## config.mk

```make
export PLATFORM = sky130hd
export DESIGN_NAME = uart_link_top
export DESIGN_NICKNAME = d
export VERILOG_FILES = /design/src/rtl/uart_msg_pkg.sv /design/src/rtl/uart_cfg_pkg.sv /design/src/rtl/tx_req_if.sv /design/src/rtl/uart_link_top.sv /design/src/rtl/echo_responder.sv /design/src/rtl/code_streamer.sv /design/src/rtl/tx_arbiter.sv /design/src/rtl/uart_rx.sv /design/src/rtl/uart_tx.sv
export SDC_FILE = /design/constraint.sdc
export NUM_CORES = 1
export LEC_CHECK = 0
export BUFFER_PORTS_ARGS = -buffer_cell sky130_fd_sc_hd__buf_2
export CAP_MARGIN = 10
export CORE_MARGIN = 2
export CORE_UTILIZATION = 32
export CTS_CLUSTER_DIAMETER = 50
export DETAILED_ROUTE_END_ITERATION = 12
export PLACE_DENSITY = 0.57
export SLEW_MARGIN = 10
export SYNTH_ARGS = -nofsm -noshare
export SYNTH_HDL_FRONTEND = slang
export SYNTH_HIERARCHICAL = 1
export SYNTH_SLANG_ARGS = --single-unit
```

## constraint.sdc

```tcl
create_clock -name clk -period 3.1 [get_ports clk]
set_input_delay 0.775 -clock clk [delete_from_list [all_inputs] [get_ports clk]]
set_output_delay 0.775 -clock clk [all_outputs]
set_load 0.005 [all_outputs]
```

## src/rtl/uart_msg_pkg.sv

```systemverilog
`default_nettype none

package uart_msg_pkg;

    // payload bits below the 2-bit kind field
    localparam int code_w = 6;

    // byte kinds, held in the top two bits of every link byte
    localparam logic [1:0] kind_code = 2'd0;
    localparam logic [1:0] kind_echo = 2'd1;
    localparam logic [1:0] kind_set_code = 2'd2;
    localparam logic [1:0] kind_stream_ctl = 2'd3;

    typedef struct packed {
        logic [1:0] kind;
        logic [code_w-1:0] payload;
    } link_fields_t;

    // one link byte, seen either as the raw word or split into kind and payload
    typedef union packed {
        logic [code_w+1:0] raw;
        link_fields_t f;
    } link_byte_u;

endpackage

`default_nettype wire

```

## src/rtl/uart_cfg_pkg.sv

```systemverilog
`default_nettype none

package uart_cfg_pkg;

    // serial bit timing, a 1 Mbaud link on a 48 MHz clock
    localparam int clks_per_bit = 48;
    localparam int clk_cnt_w = $clog2(clks_per_bit);
    localparam logic [clk_cnt_w-1:0] bit_last = clk_cnt_w'(clks_per_bit - 1);
    localparam logic [clk_cnt_w-1:0] bit_half = clk_cnt_w'(clks_per_bit / 2);

    // frame is start, data, parity, stop
    localparam int data_bits = 8;
    localparam int frame_bits = data_bits + 3;
    localparam int bit_idx_w = $clog2(frame_bits);
    localparam logic [bit_idx_w-1:0] parity_idx = bit_idx_w'(data_bits + 1);
    localparam logic [bit_idx_w-1:0] stop_idx = bit_idx_w'(frame_bits - 1);

    // even parity: ones in data plus parity bit come out even
    localparam logic parity_even = 1'b1;

    // delay from reset release to the first streamed code
    localparam int startup_cycles = 64;
    localparam int startup_w = $clog2(startup_cycles);
    localparam logic [startup_w-1:0] startup_last = startup_w'(startup_cycles - 1);

endpackage

`default_nettype wire
```

## src/rtl/tx_req_if.sv

```systemverilog
`timescale 1ns/1ps
`default_nettype none

// one requester's byte on its way to the transmit arbiter
interface tx_req_if;

    logic req;
    logic [uart_cfg_pkg::data_bits-1:0] data;
    logic grant;
    // pulses when the granted byte's stop bit has left the line
    logic sent;

    modport requester (
        output req,
        output data,
        input  grant,
        input  sent
    );

    modport arbiter (
        input  req,
        input  data,
        output grant,
        output sent
    );

endinterface

`default_nettype wire

```

## src/rtl/uart_link_top.sv

```systemverilog
`timescale 1ns/1ps
`default_nettype none

module uart_link_top (
    input  logic clk,
    input  logic reset,
    input  logic rx,
    output logic tx,
    output logic parity_error,
    output logic stream_on
);

    logic [uart_cfg_pkg::data_bits-1:0] rx_data;
    logic rx_done;
    logic code_load;
    logic [uart_msg_pkg::code_w-1:0] code_value;
    logic tx_start;
    logic [uart_cfg_pkg::data_bits-1:0] tx_data;
    logic tx_busy;

    // one request channel per byte source
    tx_req_if stream_if ();
    tx_req_if echo_if ();

    uart_rx u_rx (
        .clk          (clk),
        .reset        (reset),
        .rx           (rx),
        .data         (rx_data),
        .done         (rx_done),
        .parity_error (parity_error)
    );

    echo_responder u_echo (
        .clk        (clk),
        .reset      (reset),
        .rx_data    (rx_data),
        .rx_done    (rx_done),
        .stream_on  (stream_on),
        .code_load  (code_load),
        .code_value (code_value),
        .req        (echo_if.requester)
    );

    code_streamer u_stream (
        .clk        (clk),
        .reset      (reset),
        .stream_on  (stream_on),
        .code_load  (code_load),
        .code_value (code_value),
        .req        (stream_if.requester)
    );

    tx_arbiter u_arb (
        .clk    (clk),
        .reset  (reset),
        .busy   (tx_busy),
        .start  (tx_start),
        .data   (tx_data),
        .stream (stream_if.arbiter),
        .echo   (echo_if.arbiter)
    );

    uart_tx u_tx (
        .clk   (clk),
        .reset (reset),
        .start (tx_start),
        .data  (tx_data),
        .tx    (tx),
        .busy  (tx_busy)
    );

endmodule

`default_nettype wire

```

## src/rtl/echo_responder.sv

```systemverilog
`timescale 1ns/1ps
`default_nettype none

module echo_responder (
    input  logic clk,
    input  logic reset,
    input  logic [uart_cfg_pkg::data_bits-1:0] rx_data,
    input  logic rx_done,
    output logic stream_on,
    output logic code_load,
    output logic [uart_msg_pkg::code_w-1:0] code_value,
    tx_req_if.requester req
);

    uart_msg_pkg::link_byte_u rx_byte;
    logic [uart_cfg_pkg::data_bits-1:0] hold;
    logic req_q;
    logic slot_free;

    always_comb begin
        rx_byte.raw = rx_data;
    end

    assign req.req = req_q;
    assign req.data = hold;

    // the byte is taken in the grant cycle, so the slot can refill right then
    assign slot_free = !req_q || req.grant;

    always_ff @(posedge clk) begin
        if (reset) begin
            req_q <= 1'b0;
            stream_on <= 1'b1;
            code_load <= 1'b0;
        end else begin
            code_load <= 1'b0;
            if (req.grant) begin
                req_q <= 1'b0;
            end
            if (rx_done) begin
                case (rx_byte.f.kind)
                    uart_msg_pkg::kind_echo: begin
                        // with the holding register full the new echo is lost
                        if (slot_free) begin
                            req_q <= 1'b1;
                        end
                    end
                    uart_msg_pkg::kind_set_code: begin
                        code_load <= 1'b1;
                    end
                    uart_msg_pkg::kind_stream_ctl: begin
                        stream_on <= rx_byte.f.payload[0];
                    end
                    default: begin
                        // code bytes coming back in are not acted on
                    end
                endcase
            end
        end
    end

    always_ff @(posedge clk) begin
        if (rx_done && rx_byte.f.kind == uart_msg_pkg::kind_echo && slot_free) begin
            hold <= rx_byte.raw;
        end
        if (rx_done && rx_byte.f.kind == uart_msg_pkg::kind_set_code) begin
            code_value <= rx_byte.f.payload;
        end
    end

endmodule

`default_nettype wire

```

## src/rtl/code_streamer.sv

```systemverilog
`timescale 1ns/1ps
`default_nettype none

module code_streamer (
    input  logic clk,
    input  logic reset,
    input  logic stream_on,
    input  logic code_load,
    input  logic [uart_msg_pkg::code_w-1:0] code_value,
    tx_req_if.requester req
);

    logic [uart_cfg_pkg::startup_w-1:0] startup_cnt;
    logic started;
    logic [uart_msg_pkg::code_w-1:0] code;
    logic req_q;
    logic waiting;
    logic load_pend;
    logic [uart_msg_pkg::code_w-1:0] load_val;
    logic can_offer;
    uart_msg_pkg::link_byte_u code_byte;

    always_comb begin
        code_byte.f.kind = uart_msg_pkg::kind_code;
        code_byte.f.payload = code;
    end

    assign req.req = req_q;
    assign req.data = code_byte.raw;

    // a new code goes out only once the previous one has left the line
    assign can_offer = started && stream_on && !req_q && (!waiting || req.sent);

    always_ff @(posedge clk) begin
        if (reset) begin
            startup_cnt <= '0;
            started <= 1'b0;
            code <= '0;
            req_q <= 1'b0;
            waiting <= 1'b0;
            load_pend <= 1'b0;
        end else begin
            if (!started) begin
                startup_cnt <= startup_cnt + 1'b1;
                if (startup_cnt == uart_cfg_pkg::startup_last) begin
                    started <= 1'b1;
                end
            end

            if (req.sent) begin
                waiting <= 1'b0;
            end

            if (can_offer) begin
                req_q <= 1'b1;
            end

            if (req_q && req.grant) begin
                req_q <= 1'b0;
                waiting <= 1'b1;
                load_pend <= 1'b0;
                // a held load replaces the increment, and the 6-bit code wraps by itself
                if (code_load) begin
                    code <= code_value;
                end else if (load_pend) begin
                    code <= load_val;
                end else begin
                    code <= code + 1'b1;
                end
            end else if (code_load) begin
                // data has to stay put while the request is outstanding
                if (req_q) begin
                    load_pend <= 1'b1;
                end else begin
                    code <= code_value;
                end
            end
        end
    end

    always_ff @(posedge clk) begin
        if (code_load && req_q && !req.grant) begin
            load_val <= code_value;
        end
    end

endmodule

`default_nettype wire

```

## src/rtl/tx_arbiter.sv

```systemverilog
`timescale 1ns/1ps
`default_nettype none

module tx_arbiter (
    input  logic clk,
    input  logic reset,
    input  logic busy,
    output logic start,
    output logic [uart_cfg_pkg::data_bits-1:0] data,
    tx_req_if.arbiter stream,
    tx_req_if.arbiter echo
);

    logic start_d;
    logic busy_d;
    logic prio_echo;
    logic owner_echo;
    logic line_free;
    logic pick_echo;
    logic line_done;

    // busy only rises the cycle after start, so that cycle is blocked as well
    assign line_free = !busy && !start_d;

    // round robin: the echo wins a tie only when it is its turn
    assign pick_echo = echo.req && (!stream.req || prio_echo);

    assign stream.grant = line_free && stream.req && !pick_echo;
    assign echo.grant = line_free && pick_echo;

    assign start = stream.grant || echo.grant;
    assign data = pick_echo ? echo.data : stream.data;

    // the falling edge of busy marks the end of the owner's stop bit
    assign line_done = busy_d && !busy;
    assign stream.sent = line_done && !owner_echo;
    assign echo.sent = line_done && owner_echo;

    always_ff @(posedge clk) begin
        if (reset) begin
            start_d <= 1'b0;
            busy_d <= 1'b0;
            prio_echo <= 1'b0;
            owner_echo <= 1'b0;
        end else begin
            start_d <= start;
            busy_d <= busy;
            if (start) begin
                owner_echo <= pick_echo;
                prio_echo <= !pick_echo;
            end
        end
    end

endmodule

`default_nettype wire

```

## src/rtl/uart_rx.sv

```systemverilog
`timescale 1ns/1ps
`default_nettype none

module uart_rx (
    input  logic clk,
    input  logic reset,
    input  logic rx,
    output logic [uart_cfg_pkg::data_bits-1:0] data,
    output logic done,
    output logic parity_error
);

    logic rx_meta;
    logic rx_sync;
    logic rx_prev;
    logic active;
    logic [uart_cfg_pkg::clk_cnt_w-1:0] clk_cnt;
    logic [uart_cfg_pkg::bit_idx_w-1:0] bit_idx;
    // data bits land LSB first, the parity bit ends up on top
    logic [uart_cfg_pkg::data_bits:0] shift_sr;
    logic sample;
    logic parity_ok;

    assign sample = active && (clk_cnt == uart_cfg_pkg::bit_last);
    assign parity_ok = ((^shift_sr) == !uart_cfg_pkg::parity_even);
    assign data = shift_sr[uart_cfg_pkg::data_bits-1:0];

    // two flops bring rx into the clock domain, the third gives the edge
    always_ff @(posedge clk) begin
        if (reset) begin
            rx_meta <= 1'b1;
            rx_sync <= 1'b1;
            rx_prev <= 1'b1;
        end else begin
            rx_meta <= rx;
            rx_sync <= rx_meta;
            rx_prev <= rx_sync;
        end
    end

    always_ff @(posedge clk) begin
        if (reset) begin
            active <= 1'b0;
            clk_cnt <= '0;
            bit_idx <= '0;
            done <= 1'b0;
            parity_error <= 1'b0;
        end else begin
            done <= 1'b0;
            parity_error <= 1'b0;
            if (!active) begin
                // starting half way through the count puts each sample at mid-bit
                if (rx_prev && !rx_sync) begin
                    active <= 1'b1;
                    clk_cnt <= uart_cfg_pkg::bit_half;
                    bit_idx <= '0;
                end
            end else if (sample) begin
                clk_cnt <= '0;
                bit_idx <= bit_idx + 1'b1;
                if (bit_idx == '0) begin
                    // a start bit that is high again at mid-bit was only a glitch
                    if (rx_sync) begin
                        active <= 1'b0;
                    end
                end else if (bit_idx == uart_cfg_pkg::stop_idx) begin
                    active <= 1'b0;
                    if (!parity_ok) begin
                        parity_error <= 1'b1;
                    end else if (rx_sync) begin
                        done <= 1'b1;
                    end
                end
            end else begin
                clk_cnt <= clk_cnt + 1'b1;
            end
        end
    end

    always_ff @(posedge clk) begin
        if (sample && bit_idx != '0 && bit_idx <= uart_cfg_pkg::parity_idx) begin
            shift_sr <= {rx_sync, shift_sr[uart_cfg_pkg::data_bits:1]};
        end
    end

endmodule

`default_nettype wire

```

## src/rtl/uart_tx.sv

```systemverilog
`timescale 1ns/1ps
`default_nettype none

module uart_tx (
    input  logic clk,
    input  logic reset,
    input  logic start,
    input  logic [uart_cfg_pkg::data_bits-1:0] data,
    output logic tx,
    output logic busy
);

    logic [uart_cfg_pkg::frame_bits-1:0] frame_sr;
    logic [uart_cfg_pkg::clk_cnt_w-1:0] clk_cnt;
    logic [uart_cfg_pkg::bit_idx_w-1:0] bit_idx;
    logic parity;
    logic bit_end;

    // parity is worked out once, when the frame is loaded
    assign parity = (^data) ^ ~uart_cfg_pkg::parity_even;

    assign bit_end = (clk_cnt == uart_cfg_pkg::bit_last);

    // the line idles high, and bit 0 of the frame is always on the wire while busy
    assign tx = busy ? frame_sr[0] : 1'b1;

    always_ff @(posedge clk) begin
        if (reset) begin
            busy <= 1'b0;
            clk_cnt <= '0;
            bit_idx <= '0;
        end else if (!busy) begin
            if (start) begin
                busy <= 1'b1;
                clk_cnt <= '0;
                bit_idx <= '0;
            end
        end else if (bit_end) begin
            clk_cnt <= '0;
            // busy falls at the end of the stop bit
            if (bit_idx == uart_cfg_pkg::stop_idx) begin
                busy <= 1'b0;
            end else begin
                bit_idx <= bit_idx + 1'b1;
            end
        end else begin
            clk_cnt <= clk_cnt + 1'b1;
        end
    end

    always_ff @(posedge clk) begin
        if (start && !busy) begin
            frame_sr <= {1'b1, parity, data, 1'b0};
        end else if (busy && bit_end) begin
            // ones shift in behind the stop bit
            frame_sr <= {1'b1, frame_sr[uart_cfg_pkg::frame_bits-1:1]};
        end
    end

endmodule

`default_nettype wire

```

==> results by stage <==
Drt:
- The first detailed-routing pass took 4 iterations.
- The total via count in the routed design is between 2k and 3k.
- The number of design-rule violations left by the first detailed-router iteration is around 120.
- The number of design rule violations left after detail routing is 0.
- In this run the remaining antenna-violating nets after routing total 0.
- The detailed-route vias per instance is 4.81.
- The average routed wire per standard cell is 12.9 um.
- After detailed routing, the total wire length is about 7100 um.

Worst setup path:
- The worst-case reg-to-reg path depth is 7.
- STA classifies the critical path startpoint as a flop.
- The required time at the worst-slack endpoint is 3340 ps.
- For the worst setup path, the data arrival time is 2700 ps.
- The largest fanout on the critical path is 13.
- The category of the critical setup timing path is flop to flop.
- STA classifies the critical path endpoint as a flop.
- The worst register-to-register path has a setup slack of 650 ps.
- The worst register-to-register path ends at u_stream/code[4].
- In this run the critical register-to-register path is launched from u_stream/req.req.

STA:
- The final critical-path share of the clock period is 79.2%.
- After routing, the total negative slack on setup checks comes to 0 ps.
- The number of max-slew violations in the final report is 0.
- The worst pin sits at a relative slew slack of a little under half.
- Setup repair after global routing left no endpoint under its margin.
- For this run, the top clock speed supported by timing is between 0.4 and 0.5 GHz.
- The total of endpoints with negative setup slack in the final report is 0.
- The pin slew with the least headroom to its limit is ~800 ps.
- Between clock sinks in the finished design, the worst skew comes to 6.01 ps.
- The hold violation total from the final report is 0.
- The clock period could shrink to approximately 2500 ps.

Clocking:
- The clock net in this run drives a total of approximately 90 sinks.
- TritonCTS built the clock tree.
- The H-tree generated during clock tree synthesis spans 3 levels.
- After clock tree synthesis, the clock-pin slew on the worst setup and hold paths is roughly 70 ps.
- Counting along the longest clock path gives a buffer depth of 2.
- The number of setup buffers added after CTS is 0.
- Hold repair after CTS inserted 0 buffers.
- The cell sitting at the root of the clock tree is a sky130_fd_sc_hd__clkbuf_16.
- The clock latency on the worst-skew pair is approximately 340 ps.
- The TritonCTS buffer count is 9.
- The number of instances resized during post-cts repair is 0.

Global routing:
- Global routing used 10.9% of the available tracks across all layers.
- The remaining global-route overflow is 0.
- The wire length of the first global-routing pass is between 10000 and 15000 um.
- The via count of the first global-routing pass is ~2.6k.
- Entering global routing, the biggest net connects 32 pins.
- The number of antenna violations at the first check in global routing is 0.

Floorplanning:
- 6 I/O pins were placed.
- The die covers between 10000 and 15000 um2.
- The floorplan has 41 rows.
- The floorplan step set the die height to about 120 um.
- The floorplan die width is ~120 um.
- The area of the core is roughly 13000 um2.
- Once the floorplan was initialized, standard cells occupied approximately 33% of the core.

Final layout:
- The share of post-route cells with drive strength above 1 is about 14%.
- At the end of the flow, the number of nets in the layout was 390.
- The core utilization of the finished layout is a little over a third.
- The multi-input combinational cell area is around 1800 um2.
- The antenna diode instance count is 0.
- Fill cells in the final layout number between 1k and 1.5k.
- Across the whole layout, storage elements account for about 2200 um2.
- From synthesis to final layout, the design area changed by 9.16%.
- The post-route standard cell area excluding fillers is 4550 um2.

Min path:
- The worst min-delay path startpoint is u_rx/rx_meta.
- The number of instances on the worst hold path is 1.
- For hold timing, the worst endpoint is u_rx/rx_sync.
- The path class of the tightest hold or removal check is flop to flop.

Synthesis:
- The number of synthesis warnings is 6.
- The area of the mapped netlist is around 4200 um2.
- Counting every instance in the synthesized netlist gives 380.
- The mean instance size in the synthesized netlist is 11.0 um2.

Power and ir drop:
- Power spread over the standard cell area amounts to around 530 nW/um2.
- VDD sags by at most 325 uV.
- The leakage component of the power is around 1.6 nW.

Place:
- The area of placed instances is approximately 4200 um2.
- After legalization and detailed placement, the total HPWL measured around 5000 um.
- The final weighted congestion in routability-driven placement is about 0.73.
- Input and output buffers added on the ports amount to 5.

Job:
- Max-cap violations in this run came to 0.

Outcome:
- The flow ran to the end, and the final reports show no timing, DRC or antenna violations.
-- metal layers --
layer	global-route usage, %	part of all wire, %	routed length [um]
met2	17.9	47	3360
met1	13.5	49	3470
met5	0	0	0
met3	3.25	2.9	208
met4	4.29	1.4	102
-- per-stage QoR --
| stage | hold slack (ps) | std cells | setup WS [ps] | total power, mW |
|---|---|---|---|---|
| floorplan | 389 | 381 | 1210 | 1.28 |
| global placement | 395 | 537 | 700 | 1.29 |
| detailed placement | 396 | 537 | 640 | 1.29 |
| global route | 431 | 553 | 355 | 2.50 |
| CTS | 416 | 553 | 609 | 2.46 |
| finish | 412 | 553 | 646 | 2.42 |
-- cell type report --
cell class,instances,share of cell area (%)
Sequential cell,89,47.6
Multi-Input combinational cell,256,38.8
Clock buffer,9,4.95
Tap cell,172,4.73
Clock inverter,7,2.04
Inverter,13,1.07
Timing Repair Buffer,7,0.881
-- sequential cells by signal, indices dropped and copies added, names as in the netlist, 4 cells and up --
signal and count:
u_stream/code 6, u_echo/req.data 8, u_rx/shift_sr 9, u_stream/startup_cnt 6, u_rx/bit_idx 4, u_tx/bit_idx 4
u_stream/load_val 6, u_tx/frame_sr 10, u_echo/code_value 6, u_rx/clk_cnt 6, u_tx/clk_cnt 6
-- power by group --
part	switching [mW]	leakage (nW)	total, mW	internal [mW]
sequential	0.00889	0.754	1.23	1.22
clock	0.444	0.149	1.15	0.704
combinational	0.0238	0.653	0.0391	0.0153
-- worst max-delay path, cell delays in order, from the launching register on --
cell	delay [ps]
sky130_fd_sc_hd__dfxtp_1	560
sky130_fd_sc_hd__inv_2	60
sky130_fd_sc_hd__o21ai_2	510
sky130_fd_sc_hd__nor2b_1	320
sky130_fd_sc_hd__and3b_1	410
sky130_fd_sc_hd__o21ai_2	90
sky130_fd_sc_hd__a21o_1	160
sky130_fd_sc_hd__a311oi_1	250
-- worst max-delay path by stage --
stage	startpoint	end	slack, ps
2_1_floorplan	u_stream/req.req	u_tx/frame_sr[9]	1210
5_1_grt	u_stream/req.req	u_stream/code[4]	350
6_report	u_stream/req.req	u_stream/code[4]	650
4_1_cts	u_stream/req.req	u_stream/code[4]	610
3_5_place_dp	u_stream/req.req	u_stream/code[4]	640
3_3_place_gp	u_stream/req.req	u_tx/frame_sr[9]	700
-- cell usage in the layout (no fill, tap or decap), types with 6 or more instances in the layout --
master	count
sky130_fd_sc_hd__a211oi_1	8
sky130_fd_sc_hd__a21oi_1	24
sky130_fd_sc_hd__a22o_1	6
sky130_fd_sc_hd__clkbuf_16	9
sky130_fd_sc_hd__dfxtp_1	51
sky130_fd_sc_hd__edfxtp_1	38
sky130_fd_sc_hd__ha_1	11
sky130_fd_sc_hd__inv_1	11
sky130_fd_sc_hd__mux2_4	7
sky130_fd_sc_hd__mux2i_1	7
sky130_fd_sc_hd__nand2_1	16
sky130_fd_sc_hd__nand3_1	15
sky130_fd_sc_hd__nor2_1	41
sky130_fd_sc_hd__nor2b_1	7
sky130_fd_sc_hd__nor3_1	14
sky130_fd_sc_hd__o21ai_0	8
sky130_fd_sc_hd__xnor2_1	15
sky130_fd_sc_hd__xor2_1	7
Note: power is estimated with default switching activity, not from simulation.
